==> config.mk <==
export PLATFORM = sky130hd
export DESIGN_NAME = port_sgdma_top
export DESIGN_NICKNAME = d
export VERILOG_FILES = /design/src/sgdma_buf_pkg.sv /design/src/sgdma_fmt_pkg.sv /design/src/free_ptr_list.sv /design/src/ingress_fsm.sv /design/src/dispatch_queue.sv /design/src/port_sgdma_top.sv
export SDC_FILE = /design/constraint.sdc
export NUM_CORES = 2
export LEC_CHECK = 0
export BUFFER_PORTS_ARGS = -buffer_cell sky130_fd_sc_hd__clkbuf_2
export CAP_MARGIN = 20
export CORE_MARGIN = 5
export CORE_UTILIZATION = 50
export CTS_BUF_LIST = sky130_fd_sc_hd__clkbuf_2
export DETAILED_ROUTE_END_ITERATION = 8
export PLACE_DENSITY = 0.66
export SLEW_MARGIN = 10
export SYNTH_ARGS = -nofsm -noshare
export SYNTH_HDL_FRONTEND = slang
export SYNTH_HIERARCHICAL = 1
export SYNTH_SLANG_ARGS = --single-unit
==> constraint.sdc <==
create_clock -name i_clk -period 5.5 [get_ports i_clk]
set_input_delay 0.275 -clock i_clk [delete_from_list [all_inputs] [get_ports i_clk]]
set_output_delay 0.275 -clock i_clk [all_outputs]
set_load 0.1 [all_outputs]
==> src/sgdma_buf_pkg.sv <==
package sgdma_buf_pkg;

    ////////////////////////////////////////
    // word and address widths
    ////////////////////////////////////////

    // one packet word (cell) on the input FIFO and the memory bus
    localparam int DATA_W = 32;
    // shared packet memory word address
    localparam int ADDR_W = 16;
    // switch port number
    localparam int PORT_W = 4;
    localparam int BYTES_PER_WORD = 4;

    ////////////////////////////////////////
    // free list and address layout
    ////////////////////////////////////////

    // port-local buffer slots
    localparam int FP_DEPTH = 128;
    localparam int FP_IDX_W = 7;
    // largest packet in words, header included
    localparam int MAX_WORDS = 127;

    // addr = {port, 5'b0, index}
    localparam int ADDR_IDX_LSB = 0;
    localparam int ADDR_PAD_LSB = ADDR_IDX_LSB + FP_IDX_W;
    localparam int ADDR_PORT_LSB = ADDR_W - PORT_W;
    localparam int ADDR_PAD_W = ADDR_PORT_LSB - ADDR_PAD_LSB;

    // build a port-local buffer address from its index
    function automatic logic [ADDR_W-1:0] make_addr(input logic [PORT_W-1:0] port,
                                                    input logic [FP_IDX_W-1:0] idx);
        logic [ADDR_W-1:0] addr;
        addr = '0;
        addr[ADDR_PORT_LSB +: PORT_W] = port;
        addr[ADDR_PAD_LSB +: ADDR_PAD_W] = '0;
        addr[ADDR_IDX_LSB +: FP_IDX_W] = idx;
        return addr;
    endfunction

endpackage

==> src/sgdma_fmt_pkg.sv <==
package sgdma_fmt_pkg;

    ////////////////////////////////////////
    // header fields
    ////////////////////////////////////////

    localparam int CNT_W = 7;
    localparam int LEN_W = 11;
    localparam int PRIO_W = 3;
    // bits above length are unused in the header
    localparam int HDR_RSVD_W = sgdma_buf_pkg::DATA_W - LEN_W - PRIO_W - sgdma_buf_pkg::PORT_W;

    // header view, msb first: rsvd | length | priority | destination
    typedef struct packed {
        logic [HDR_RSVD_W-1:0]           rsvd;
        logic [LEN_W-1:0]                len;
        logic [PRIO_W-1:0]               prio;
        logic [sgdma_buf_pkg::PORT_W-1:0] dest;
    } hdr_view_t;

    // one input word, header or payload
    typedef union packed {
        logic [sgdma_buf_pkg::DATA_W-1:0] raw;
        hdr_view_t                        hdr;
    } cell_word_u;

    ////////////////////////////////////////
    // dispatch descriptor
    ////////////////////////////////////////

    // msb first: first addr | word count | priority | destination
    localparam int DESC_DEST_LSB = 0;
    localparam int DESC_PRIO_LSB = DESC_DEST_LSB + sgdma_buf_pkg::PORT_W;
    localparam int DESC_CNT_LSB = DESC_PRIO_LSB + PRIO_W;
    localparam int DESC_ADDR_LSB = DESC_CNT_LSB + CNT_W;
    localparam int DESC_W = DESC_ADDR_LSB + sgdma_buf_pkg::ADDR_W;

    // words in a packet, header plus ceil(len / 4) payload words
    function automatic logic [CNT_W-1:0] word_count(input logic [LEN_W-1:0] len);
        logic [LEN_W:0] rnd;
        rnd = {1'b0, len} + (LEN_W + 1)'(sgdma_buf_pkg::BYTES_PER_WORD - 1);
        return CNT_W'(rnd / sgdma_buf_pkg::BYTES_PER_WORD) + CNT_W'(1);
    endfunction

    function automatic logic [DESC_W-1:0] make_desc(
        input logic [sgdma_buf_pkg::ADDR_W-1:0] addr,
        input logic [CNT_W-1:0]                 cnt,
        input logic [PRIO_W-1:0]                prio,
        input logic [sgdma_buf_pkg::PORT_W-1:0] dest
    );
        logic [DESC_W-1:0] desc;
        desc = '0;
        desc[DESC_ADDR_LSB +: sgdma_buf_pkg::ADDR_W] = addr;
        desc[DESC_CNT_LSB +: CNT_W] = cnt;
        desc[DESC_PRIO_LSB +: PRIO_W] = prio;
        desc[DESC_DEST_LSB +: sgdma_buf_pkg::PORT_W] = dest;
        return desc;
    endfunction

endpackage

==> src/free_ptr_list.sv <==
`timescale 1ns/10ps

module free_ptr_list (
    input  logic                             i_clk,
    input  logic                             i_rst_n,
    input  logic                             i_locked,
    input  logic [sgdma_buf_pkg::PORT_W-1:0] i_port_id,
    input  logic                             i_fp_wr_en,
    input  logic [sgdma_buf_pkg::ADDR_W-1:0] i_fp_wr_dat,
    input  logic                             i_fp_pop,
    output logic [sgdma_buf_pkg::ADDR_W-1:0] o_fp_addr,
    output logic                             o_fp_empty
);
    import sgdma_buf_pkg::*;

    // address storage, one slot per buffer
    logic [ADDR_W-1:0] mem [FP_DEPTH];
    // extra msb tells full from empty
    logic [FP_IDX_W:0] wr_ptr;
    logic [FP_IDX_W:0] rd_ptr;
    // index of the next address to seed
    logic [FP_IDX_W:0] init_cnt;
    logic              init_done;
    logic              init_busy;
    logic              fp_full;
    logic              wr_en;
    logic [ADDR_W-1:0] wr_dat;

    ////////////////////////////////////////
    // write port mux
    ////////////////////////////////////////

    // msb of init_cnt sets after the last of the 128 seeds
    assign init_done = init_cnt[FP_IDX_W];
    // seed one index per cycle once the clock is locked
    assign init_busy = i_locked && !init_done;

    // after the fill the memory manager owns the write port
    assign wr_en = init_busy || i_fp_wr_en;
    assign wr_dat = init_busy ? make_addr(i_port_id, init_cnt[FP_IDX_W-1:0]) : i_fp_wr_dat;

    always_ff @(posedge i_clk or negedge i_rst_n) begin
        if (!i_rst_n) begin
            init_cnt <= '0;
            wr_ptr <= '0;
            rd_ptr <= '0;
        end else begin
            if (init_busy) begin
                init_cnt <= init_cnt + 1'b1;
            end
            if (wr_en) begin
                wr_ptr <= wr_ptr + 1'b1;
            end
            if (i_fp_pop) begin
                rd_ptr <= rd_ptr + 1'b1;
            end
        end
    end

    always_ff @(posedge i_clk) begin
        if (wr_en) begin
            mem[wr_ptr[FP_IDX_W-1:0]] <= wr_dat;
        end
    end

    ////////////////////////////////////////
    // status and head entry
    ////////////////////////////////////////

    assign o_fp_empty = (wr_ptr == rd_ptr);
    assign fp_full = (wr_ptr[FP_IDX_W] != rd_ptr[FP_IDX_W])
                  && (wr_ptr[FP_IDX_W-1:0] == rd_ptr[FP_IDX_W-1:0]);
    // fall-through, head is visible before the pop
    assign o_fp_addr = mem[rd_ptr[FP_IDX_W-1:0]];

    // dma must check empty before taking an address
    a_no_pop_empty: assert property (@(posedge i_clk) disable iff (!i_rst_n)
        i_fp_pop |-> !o_fp_empty);

    // returned addresses only after the seed pass and never on overflow
    a_refill_ok: assert property (@(posedge i_clk) disable iff (!i_rst_n)
        i_fp_wr_en |-> init_done && !fp_full);

endmodule

==> src/ingress_fsm.sv <==
`timescale 1ns/10ps

module ingress_fsm (
    input  logic                              i_clk,
    input  logic                              i_rst_n,
    input  logic                              i_locked,
    input  logic [sgdma_buf_pkg::DATA_W-1:0]  i_dat,
    input  logic                              i_empty,
    input  logic [sgdma_buf_pkg::ADDR_W-1:0]  i_fp_addr,
    input  logic                              i_fp_empty,
    input  logic                              i_mmu_wr_ready,
    input  logic                              i_q_full,
    output logic                              o_rd_en,
    output logic                              o_fp_pop,
    output logic                              o_mmu_wr_en,
    output logic [sgdma_buf_pkg::ADDR_W-1:0]  o_mmu_wr_addr,
    output logic [sgdma_buf_pkg::DATA_W-1:0]  o_mmu_wr_dat,
    output logic                              o_mmu_wr_done,
    output logic                              o_q_push,
    output logic [sgdma_fmt_pkg::DESC_W-1:0]  o_q_desc,
    output logic                              o_aply_req,
    output logic [sgdma_fmt_pkg::CNT_W-1:0]   o_aply_len
);
    import sgdma_buf_pkg::*;
    import sgdma_fmt_pkg::*;

    // idle waits for a header, body moves payload, drain waits for the last write
    typedef enum logic [1:0] {
        S_IDLE,
        S_BODY,
        S_DRAIN,
        S_DONE
    } state_t;

    state_t            state;
    // input word seen through the header view
    cell_word_u        hdr_w;
    logic [CNT_W-1:0]  hdr_cnt;
    // payload words still to pop
    logic [CNT_W-1:0]  rem_cnt;
    logic              src_ok;
    logic              reg_free;
    logic              accept;
    logic              start;
    logic              body_pop;
    logic              pop;
    // single write stage toward memory
    logic              wr_vld;
    logic [ADDR_W-1:0] wr_addr;
    logic [DATA_W-1:0] wr_dat;
    logic              aply_req_q;
    logic [CNT_W-1:0]  aply_len_q;

    ////////////////////////////////////////
    // header decode and pop rules
    ////////////////////////////////////////

    assign hdr_w = i_dat;
    assign hdr_cnt = word_count(hdr_w.hdr.len);

    // a word moves only with an address beside it
    assign src_ok = !i_empty && !i_fp_empty;
    assign accept = wr_vld && i_mmu_wr_ready;
    // write stage empty or draining this cycle
    assign reg_free = !wr_vld || i_mmu_wr_ready;

    // new packet needs room for its descriptor
    assign start = (state == S_IDLE) && i_locked && src_ok && !i_q_full;
    assign body_pop = (state == S_BODY) && src_ok && reg_free;
    assign pop = start || body_pop;

    assign o_rd_en = pop;
    assign o_fp_pop = pop;

    // descriptor leaves together with the header pop
    assign o_q_push = start;
    assign o_q_desc = make_desc(i_fp_addr, hdr_cnt, hdr_w.hdr.prio, hdr_w.hdr.dest);

    ////////////////////////////////////////
    // packet FSM
    ////////////////////////////////////////

    always_ff @(posedge i_clk or negedge i_rst_n) begin
        if (!i_rst_n) begin
            state <= S_IDLE;
            wr_vld <= 1'b0;
            rem_cnt <= '0;
            aply_req_q <= 1'b0;
        end else begin
            // refill request trails the header by one cycle
            aply_req_q <= start;
            case (state)
                S_IDLE: begin
                    if (start) begin
                        wr_vld <= 1'b1;
                        rem_cnt <= hdr_cnt - 1'b1;
                        // header-only packet goes straight to drain
                        state <= (hdr_cnt == CNT_W'(1)) ? S_DRAIN : S_BODY;
                    end
                end
                S_BODY: begin
                    if (body_pop) begin
                        wr_vld <= 1'b1;
                        rem_cnt <= rem_cnt - 1'b1;
                        if (rem_cnt == CNT_W'(1)) begin
                            state <= S_DRAIN;
                        end
                    end else if (accept) begin
                        wr_vld <= 1'b0;
                    end
                end
                S_DRAIN: begin
                    // last word still in the write stage
                    if (accept) begin
                        wr_vld <= 1'b0;
                        state <= S_DONE;
                    end
                end
                S_DONE: begin
                    state <= S_IDLE;
                end
                default: begin
                    state <= S_IDLE;
                end
            endcase
        end
    end

    // write stage payload, loaded only on a pop so it holds under a stall
    always_ff @(posedge i_clk) begin
        if (pop) begin
            wr_addr <= i_fp_addr;
            wr_dat <= i_dat;
        end
        if (start) begin
            aply_len_q <= hdr_cnt;
        end
    end

    assign o_mmu_wr_en = wr_vld;
    assign o_mmu_wr_addr = wr_addr;
    assign o_mmu_wr_dat = wr_dat;
    assign o_mmu_wr_done = (state == S_DONE);
    assign o_aply_req = aply_req_q;
    assign o_aply_len = aply_len_q;

    ////////////////////////////////////////
    // checks
    ////////////////////////////////////////

    // stalled write keeps its request, address and data
    a_wr_hold: assert property (@(posedge i_clk) disable iff (!i_rst_n)
        o_mmu_wr_en && !i_mmu_wr_ready
        |=> o_mmu_wr_en && $stable(o_mmu_wr_addr) && $stable(o_mmu_wr_dat));

    // fifo pop and free-list pop move in lock step, never from an empty FIFO
    a_pop_pair: assert property (@(posedge i_clk) disable iff (!i_rst_n)
        (o_rd_en || o_fp_pop) |-> (o_rd_en && o_fp_pop && !i_empty));

    // 504 bytes is the largest packet that fits the word counter
    a_hdr_len: assert property (@(posedge i_clk) disable iff (!i_rst_n)
        start |-> hdr_w.hdr.len <= LEN_W'((MAX_WORDS - 1) * BYTES_PER_WORD));

endmodule

==> src/dispatch_queue.sv <==
`timescale 1ns/10ps

module dispatch_queue (
    input  logic                             i_clk,
    input  logic                             i_rst_n,
    input  logic                             i_push,
    input  logic [sgdma_fmt_pkg::DESC_W-1:0] i_desc,
    input  logic                             i_cb_full,
    output logic                             o_full,
    output logic                             o_cb_wr_en,
    output logic [sgdma_fmt_pkg::DESC_W-1:0] o_cb_din
);
    import sgdma_fmt_pkg::*;

    // two slots, one for the packet being written and one waiting on the crossbar
    logic [DESC_W-1:0] slot [2];
    logic              wr_sel;
    logic              rd_sel;
    logic [1:0]        count;
    logic              pop;

    // send whenever something is queued and the crossbar has room
    assign pop = (count != 2'd0) && !i_cb_full;
    assign o_full = (count == 2'd2);
    assign o_cb_wr_en = pop;
    assign o_cb_din = slot[rd_sel];

    always_ff @(posedge i_clk or negedge i_rst_n) begin
        if (!i_rst_n) begin
            wr_sel <= 1'b0;
            rd_sel <= 1'b0;
            count <= 2'd0;
        end else begin
            if (i_push) begin
                wr_sel <= !wr_sel;
            end
            if (pop) begin
                rd_sel <= !rd_sel;
            end
            // push and pop together leave the count alone
            if (i_push && !pop) begin
                count <= count + 2'd1;
            end else if (!i_push && pop) begin
                count <= count - 2'd1;
            end
        end
    end

    always_ff @(posedge i_clk) begin
        if (i_push) begin
            slot[wr_sel] <= i_desc;
        end
    end

    // ingress must hold its header while both slots are taken
    a_no_push_full: assert property (@(posedge i_clk) disable iff (!i_rst_n)
        i_push |-> !o_full);

endmodule

==> src/port_sgdma_top.sv <==
`timescale 1ns/10ps

module port_sgdma_top #(
    parameter logic [sgdma_buf_pkg::PORT_W-1:0] port_id = '0
) (
    input  logic                             i_clk,
    input  logic                             i_rst_n,
    input  logic                             i_locked,
    // input FIFO
    output logic                             o_rd_en,
    input  logic [sgdma_buf_pkg::DATA_W-1:0] i_dat,
    input  logic                             i_empty,
    // memory write channel
    output logic                             o_mmu_wr_en,
    output logic [sgdma_buf_pkg::ADDR_W-1:0] o_mmu_wr_addr,
    output logic [sgdma_buf_pkg::DATA_W-1:0] o_mmu_wr_dat,
    input  logic                             i_mmu_wr_ready,
    output logic                             o_mmu_wr_done,
    // crossbar
    output logic                             o_cb_wr_en,
    output logic [sgdma_fmt_pkg::DESC_W-1:0] o_cb_din,
    input  logic                             i_cb_full,
    // free-list refill
    input  logic                             i_fp_wr_en,
    input  logic [sgdma_buf_pkg::ADDR_W-1:0] i_fp_wr_dat,
    output logic                             o_aply_req,
    output logic [sgdma_fmt_pkg::CNT_W-1:0]  o_aply_len
);
    import sgdma_buf_pkg::*;
    import sgdma_fmt_pkg::*;

    logic [ADDR_W-1:0] fp_addr;
    logic              fp_empty;
    logic              fp_pop;
    logic              q_push;
    logic [DESC_W-1:0] q_desc;
    logic              q_full;

    ////////////////////////////////////////
    // free address list
    ////////////////////////////////////////

    free_ptr_list u_free_ptr_list (
        .i_clk       (i_clk),
        .i_rst_n     (i_rst_n),
        .i_locked    (i_locked),
        .i_port_id   (port_id),
        .i_fp_wr_en  (i_fp_wr_en),
        .i_fp_wr_dat (i_fp_wr_dat),
        .i_fp_pop    (fp_pop),
        .o_fp_addr   (fp_addr),
        .o_fp_empty  (fp_empty)
    );

    ////////////////////////////////////////
    // packet mover
    ////////////////////////////////////////

    ingress_fsm u_ingress_fsm (
        .i_clk          (i_clk),
        .i_rst_n        (i_rst_n),
        .i_locked       (i_locked),
        .i_dat          (i_dat),
        .i_empty        (i_empty),
        .i_fp_addr      (fp_addr),
        .i_fp_empty     (fp_empty),
        .i_mmu_wr_ready (i_mmu_wr_ready),
        .i_q_full       (q_full),
        .o_rd_en        (o_rd_en),
        .o_fp_pop       (fp_pop),
        .o_mmu_wr_en    (o_mmu_wr_en),
        .o_mmu_wr_addr  (o_mmu_wr_addr),
        .o_mmu_wr_dat   (o_mmu_wr_dat),
        .o_mmu_wr_done  (o_mmu_wr_done),
        .o_q_push       (q_push),
        .o_q_desc       (q_desc),
        .o_aply_req     (o_aply_req),
        .o_aply_len     (o_aply_len)
    );

    // descriptors wait here for crossbar room
    dispatch_queue u_dispatch_queue (
        .i_clk      (i_clk),
        .i_rst_n    (i_rst_n),
        .i_push     (q_push),
        .i_desc     (q_desc),
        .i_cb_full  (i_cb_full),
        .o_full     (q_full),
        .o_cb_wr_en (o_cb_wr_en),
        .o_cb_din   (o_cb_din)
    );

endmodule

==> results.cfg <==
[outcome]
status = finished, final reports clean

[critical_path]
end_kind = output pin
critical_path_class = reg2out
arrival_ns = 4.82
crit_path_max_fanout = 35
startpoint_type = register
max_stage_delay_ns = 0.53
crit_buf_inv = 2
crit_slowest_cell = clkbuf_2
critPathRequiredTime_ns = 5.22
crit_family = simple AND/OR/NAND/NOR gates
worstPathCellList = buf_4, xnor2_1, nand4_1, nor2_1, nor4b_1, and2_2, nand2b_4, clkbuf_2

[floorplanning]
core_region_area_um2 = 170000
pin_count = 145
dieWidth_um = 424
num_rows = 151
dieArea_um2 = 180000
initial_core_util = 0.504
fp.dieH_um = 424

[drt]
wl_mm = 220
vias_per_cell = 6.06
antenna_left = 0
vias = 44900
first_pass_iters = 6
drc_errors = 0
routedWlPerCell_um = 29.6
drt_iter0_drc = 5192

[pwr]
ir_drop_uv = 375
power_mw = 45.8
leakage_nw = 31.9
power_density_nw_per_um2 = 478

[sta]
maxSlewViolCount = 0
rsz0062_at_grt = false
setup_viol = 0
finClkSkew_ns = 0.195
finalWorstSetupSlack_ns = 0.407
hold_viol = 0
setup-tns-final_ns = 0
fmax_ghz = 0.196
tightest_slew_ns = 1.22
hold-worst-slack_ns = 0.311
finalCriticalPeriod_ns = 5.09
min_period_over_period = 0.926
max_slew_margin = 0.185

[clocking]
clkTransAtPathRegs_ns = 0.11
cts_made_buffers = 558
clkLatencyLatePin_ns = 1.78
clk_path_buf_depth = 4
cts-root-buf = clkbuf_2
cts_sinks = 2202
cts.htree.levels = 6
cts_tree = built

[final_layout]
nNetsFinal = 4941
area_delta_synth_final_pct = 11.9
stdcell_count = 7417
drive_gt1_frac = 0.341

[placed_design]
io_buffer_count = 144
post-dp-hpwl_mm = 127
dp_cells = 6369
dp_slack_ns = 1.02
gp_routability_congestion = 0.839

[min_path]
hp-class = in2reg

[grt]
grt_overflow_total = 0
antenna_found_initial = 6
grt_pass1_vias = 46000
grt_max_degree = 87
grt_pass1_wl_mm = 318
grt_usage = 0.245

[logic_synthesis]
synth_flop_cell = edfxtp_1
netlist_area_um2 = 85600
synth_edf_count = 2163
ys_types = 80
async_flop_share = 0.0177
yosysSeqAreaShare = 0.770
avgSynthCellArea_um2 = 21.3
yosysWarnings = 6
syn_inst = 4027
synth-seq-cells = 2202

[run]
max-cap-violations = 0
## cell type report
| class | count | area (um^2) |
|---|---|---|
| Timing Repair Buffer | 529 | 4280 |
| Clock buffer | 773 | 3870 |
| Inverter | 11 | 41.3 |
| Antenna cell | 11 | 27.5 |
| Multi-Input combinational cell | 1571 | 18300 |
| Sequential cell | 2202 | 65900 |
| Tap cell | 2218 | 2780 |
| Fill cell | 12700 | 74100 |
| Clock inverter | 102 | 564 |
## power by group
group	internal, mW	leakage (nW)	switching (mW)
combinational	5.40	8.31	9.88
sequential	19.8	20.1	0.524
clock	3.99	3.49	6.18
## metrics by stage
stage / cell area, um^2 / util
after floorplan: 85600 / -
after global placement: 89600 / 0.528
after detailed placement: 89700 / 0.528
after CTS: 95700 / 0.564
after global routing: 95800 / 0.564
final: 95800 / 0.564
## Yosys cell counts (4+ instances only)
cell type	instances	area, um^2
clkbuf_1	86	323
buf_6	33	372
o21ai_1	4	20.0
and3_1	5	31.3
a2111oi_2	5	75.1
o21ai_0	17	85.1
a22oi_1	104	781
a21oi_1	87	435
o32ai_1	8	70.1
a211oi_1	47	353
o41ai_1	12	105
mux2i_1	135	1350
mux2_2	80	901
o221ai_1	7	61.3
xnor2_1	31	272
mux4_2	450	10100
nand3_1	23	115
ha_1	13	163
buf_2	36	180
nand2_1	107	402
o22ai_1	40	250
inv_1	9	33.8
nand2b_1	18	113
a22o_1	8	70.1
mux4_1	11	289
buf_4	83	623
a211o_1	6	52.6
edfxtp_1	2163	65000
and2_1	13	81.3
dfrtp_1	39	976
nand4_1	9	56.3
nor3_1	26	130
nor2_1	174	653
nor2b_1	44	275
xor2_1	11	96.3
nor4_1	9	56.3
## cells in the final DEF, fill, tap and decap left out, types with 11 or more instances in the layout
| cell type | n |
|---|---|
| a21oi_1 | 87 |
| clkbuf_2 | 918 |
| nor2b_1 | 38 |
| a22oi_1 | 104 |
| nand3_1 | 23 |
| ha_1 | 13 |
| edfxtp_1 | 2163 |
| nand2b_1 | 16 |
| buf_4 | 204 |
| mux4_2 | 450 |
| dfrtp_1 | 34 |
| o21ai_0 | 17 |
| buf_12 | 20 |
| nor3_1 | 19 |
| mux4_1 | 11 |
| mux2_2 | 80 |
| mux2i_1 | 135 |
| diode_2 | 11 |
| a211oi_1 | 47 |
| clkinv_1 | 78 |
| nand2_4 | 11 |
| o22ai_1 | 40 |
| xnor2_1 | 31 |
| xor2_1 | 11 |
| o41ai_1 | 12 |
| nand2_1 | 96 |
| dlygate4sd3_1 | 157 |
| nor2_1 | 167 |
## worst paths after layout
| check | from | to | slack (ns) | depth (start not counted) |
|---|---|---|---|---|
| max | u_free_ptr_list/rd_ptr[6] | o_rd_en | 0.41 | 8 |
| min reg2reg | u_free_ptr_list/init_cnt[6] | u_free_ptr_list/init_cnt[6] | 0.50 | 1 |
| min in group asynchronous | i_rst_n | u_ingress_fsm/o_aply_req | 0.84 | 7 |
| max in group asynchronous | i_rst_n | u_ingress_fsm/rem_cnt[1] | 4.28 | 7 |
| min | i_dat[24] | u_ingress_fsm/o_mmu_wr_dat[24] | 0.31 | 4 |
| max reg2reg | u_free_ptr_list/rd_ptr[2] | u_dispatch_queue/slot[0][14] | 1.23 | 5 |
## routing by layer
| metal | track usage | part of all wire |
|---|---|---|
| met5 | 0 | 0 |
| met3 | 0.0667 | 0.10 |
| met2 | 0.377 | 0.47 |
| met1 | 0.336 | 0.39 |
| met4 | 0.0976 | 0.035 |
## repair_timing
item	4_1_cts	5_1_grt
setup endpoints to repair	1	1
setup buffers	2	0
hold buffers	157	1
gates resized for setup	2	1
endpoints found under the hold margin	3694	41
## tightest hold or removal path, delay by kind of cell
| family | cells | cell delay [ns] |
|---|---|---|
| buffers and inverters | 4 | 1.71 |
## sequential cells by signal, indices dropped and copies added, names as in the netlist
| name | count |
|---|---|
| u_free_ptr_list/mem | 2048 |
| u_free_ptr_list/rd_ptr | 8 |
| u_dispatch_queue/wr_sel | 1 |
| u_free_ptr_list/init_cnt | 8 |
| u_ingress_fsm/o_aply_len | 7 |
| u_dispatch_queue/rd_sel | 1 |
| u_ingress_fsm/o_aply_req | 1 |
| u_ingress_fsm/o_mmu_wr_dat | 32 |
| u_dispatch_queue/count | 2 |
| u_dispatch_queue/slot | 60 |
| u_free_ptr_list/wr_ptr | 8 |
| u_ingress_fsm/o_mmu_wr_addr | 16 |
| u_ingress_fsm/rem_cnt | 7 |
| u_ingress_fsm/state | 2 |
| u_ingress_fsm/o_mmu_wr_en | 1 |
## cell families after synthesis
| family | share of synthesized area |
|---|---|
| other | 0.0000438 |
| adders and majority gates | 0.00190 |
| muxes | 0.148 |
| xor gates and xnor gates | 0.00449 |
| AOI/OAI and AO/OA | 0.0319 |
| buffers and inverters | 0.0188 |
| DFF | 0.770 |
| and+or+nand+nor | 0.0244 |
Note: power is estimated with default switching activity, not from simulation.
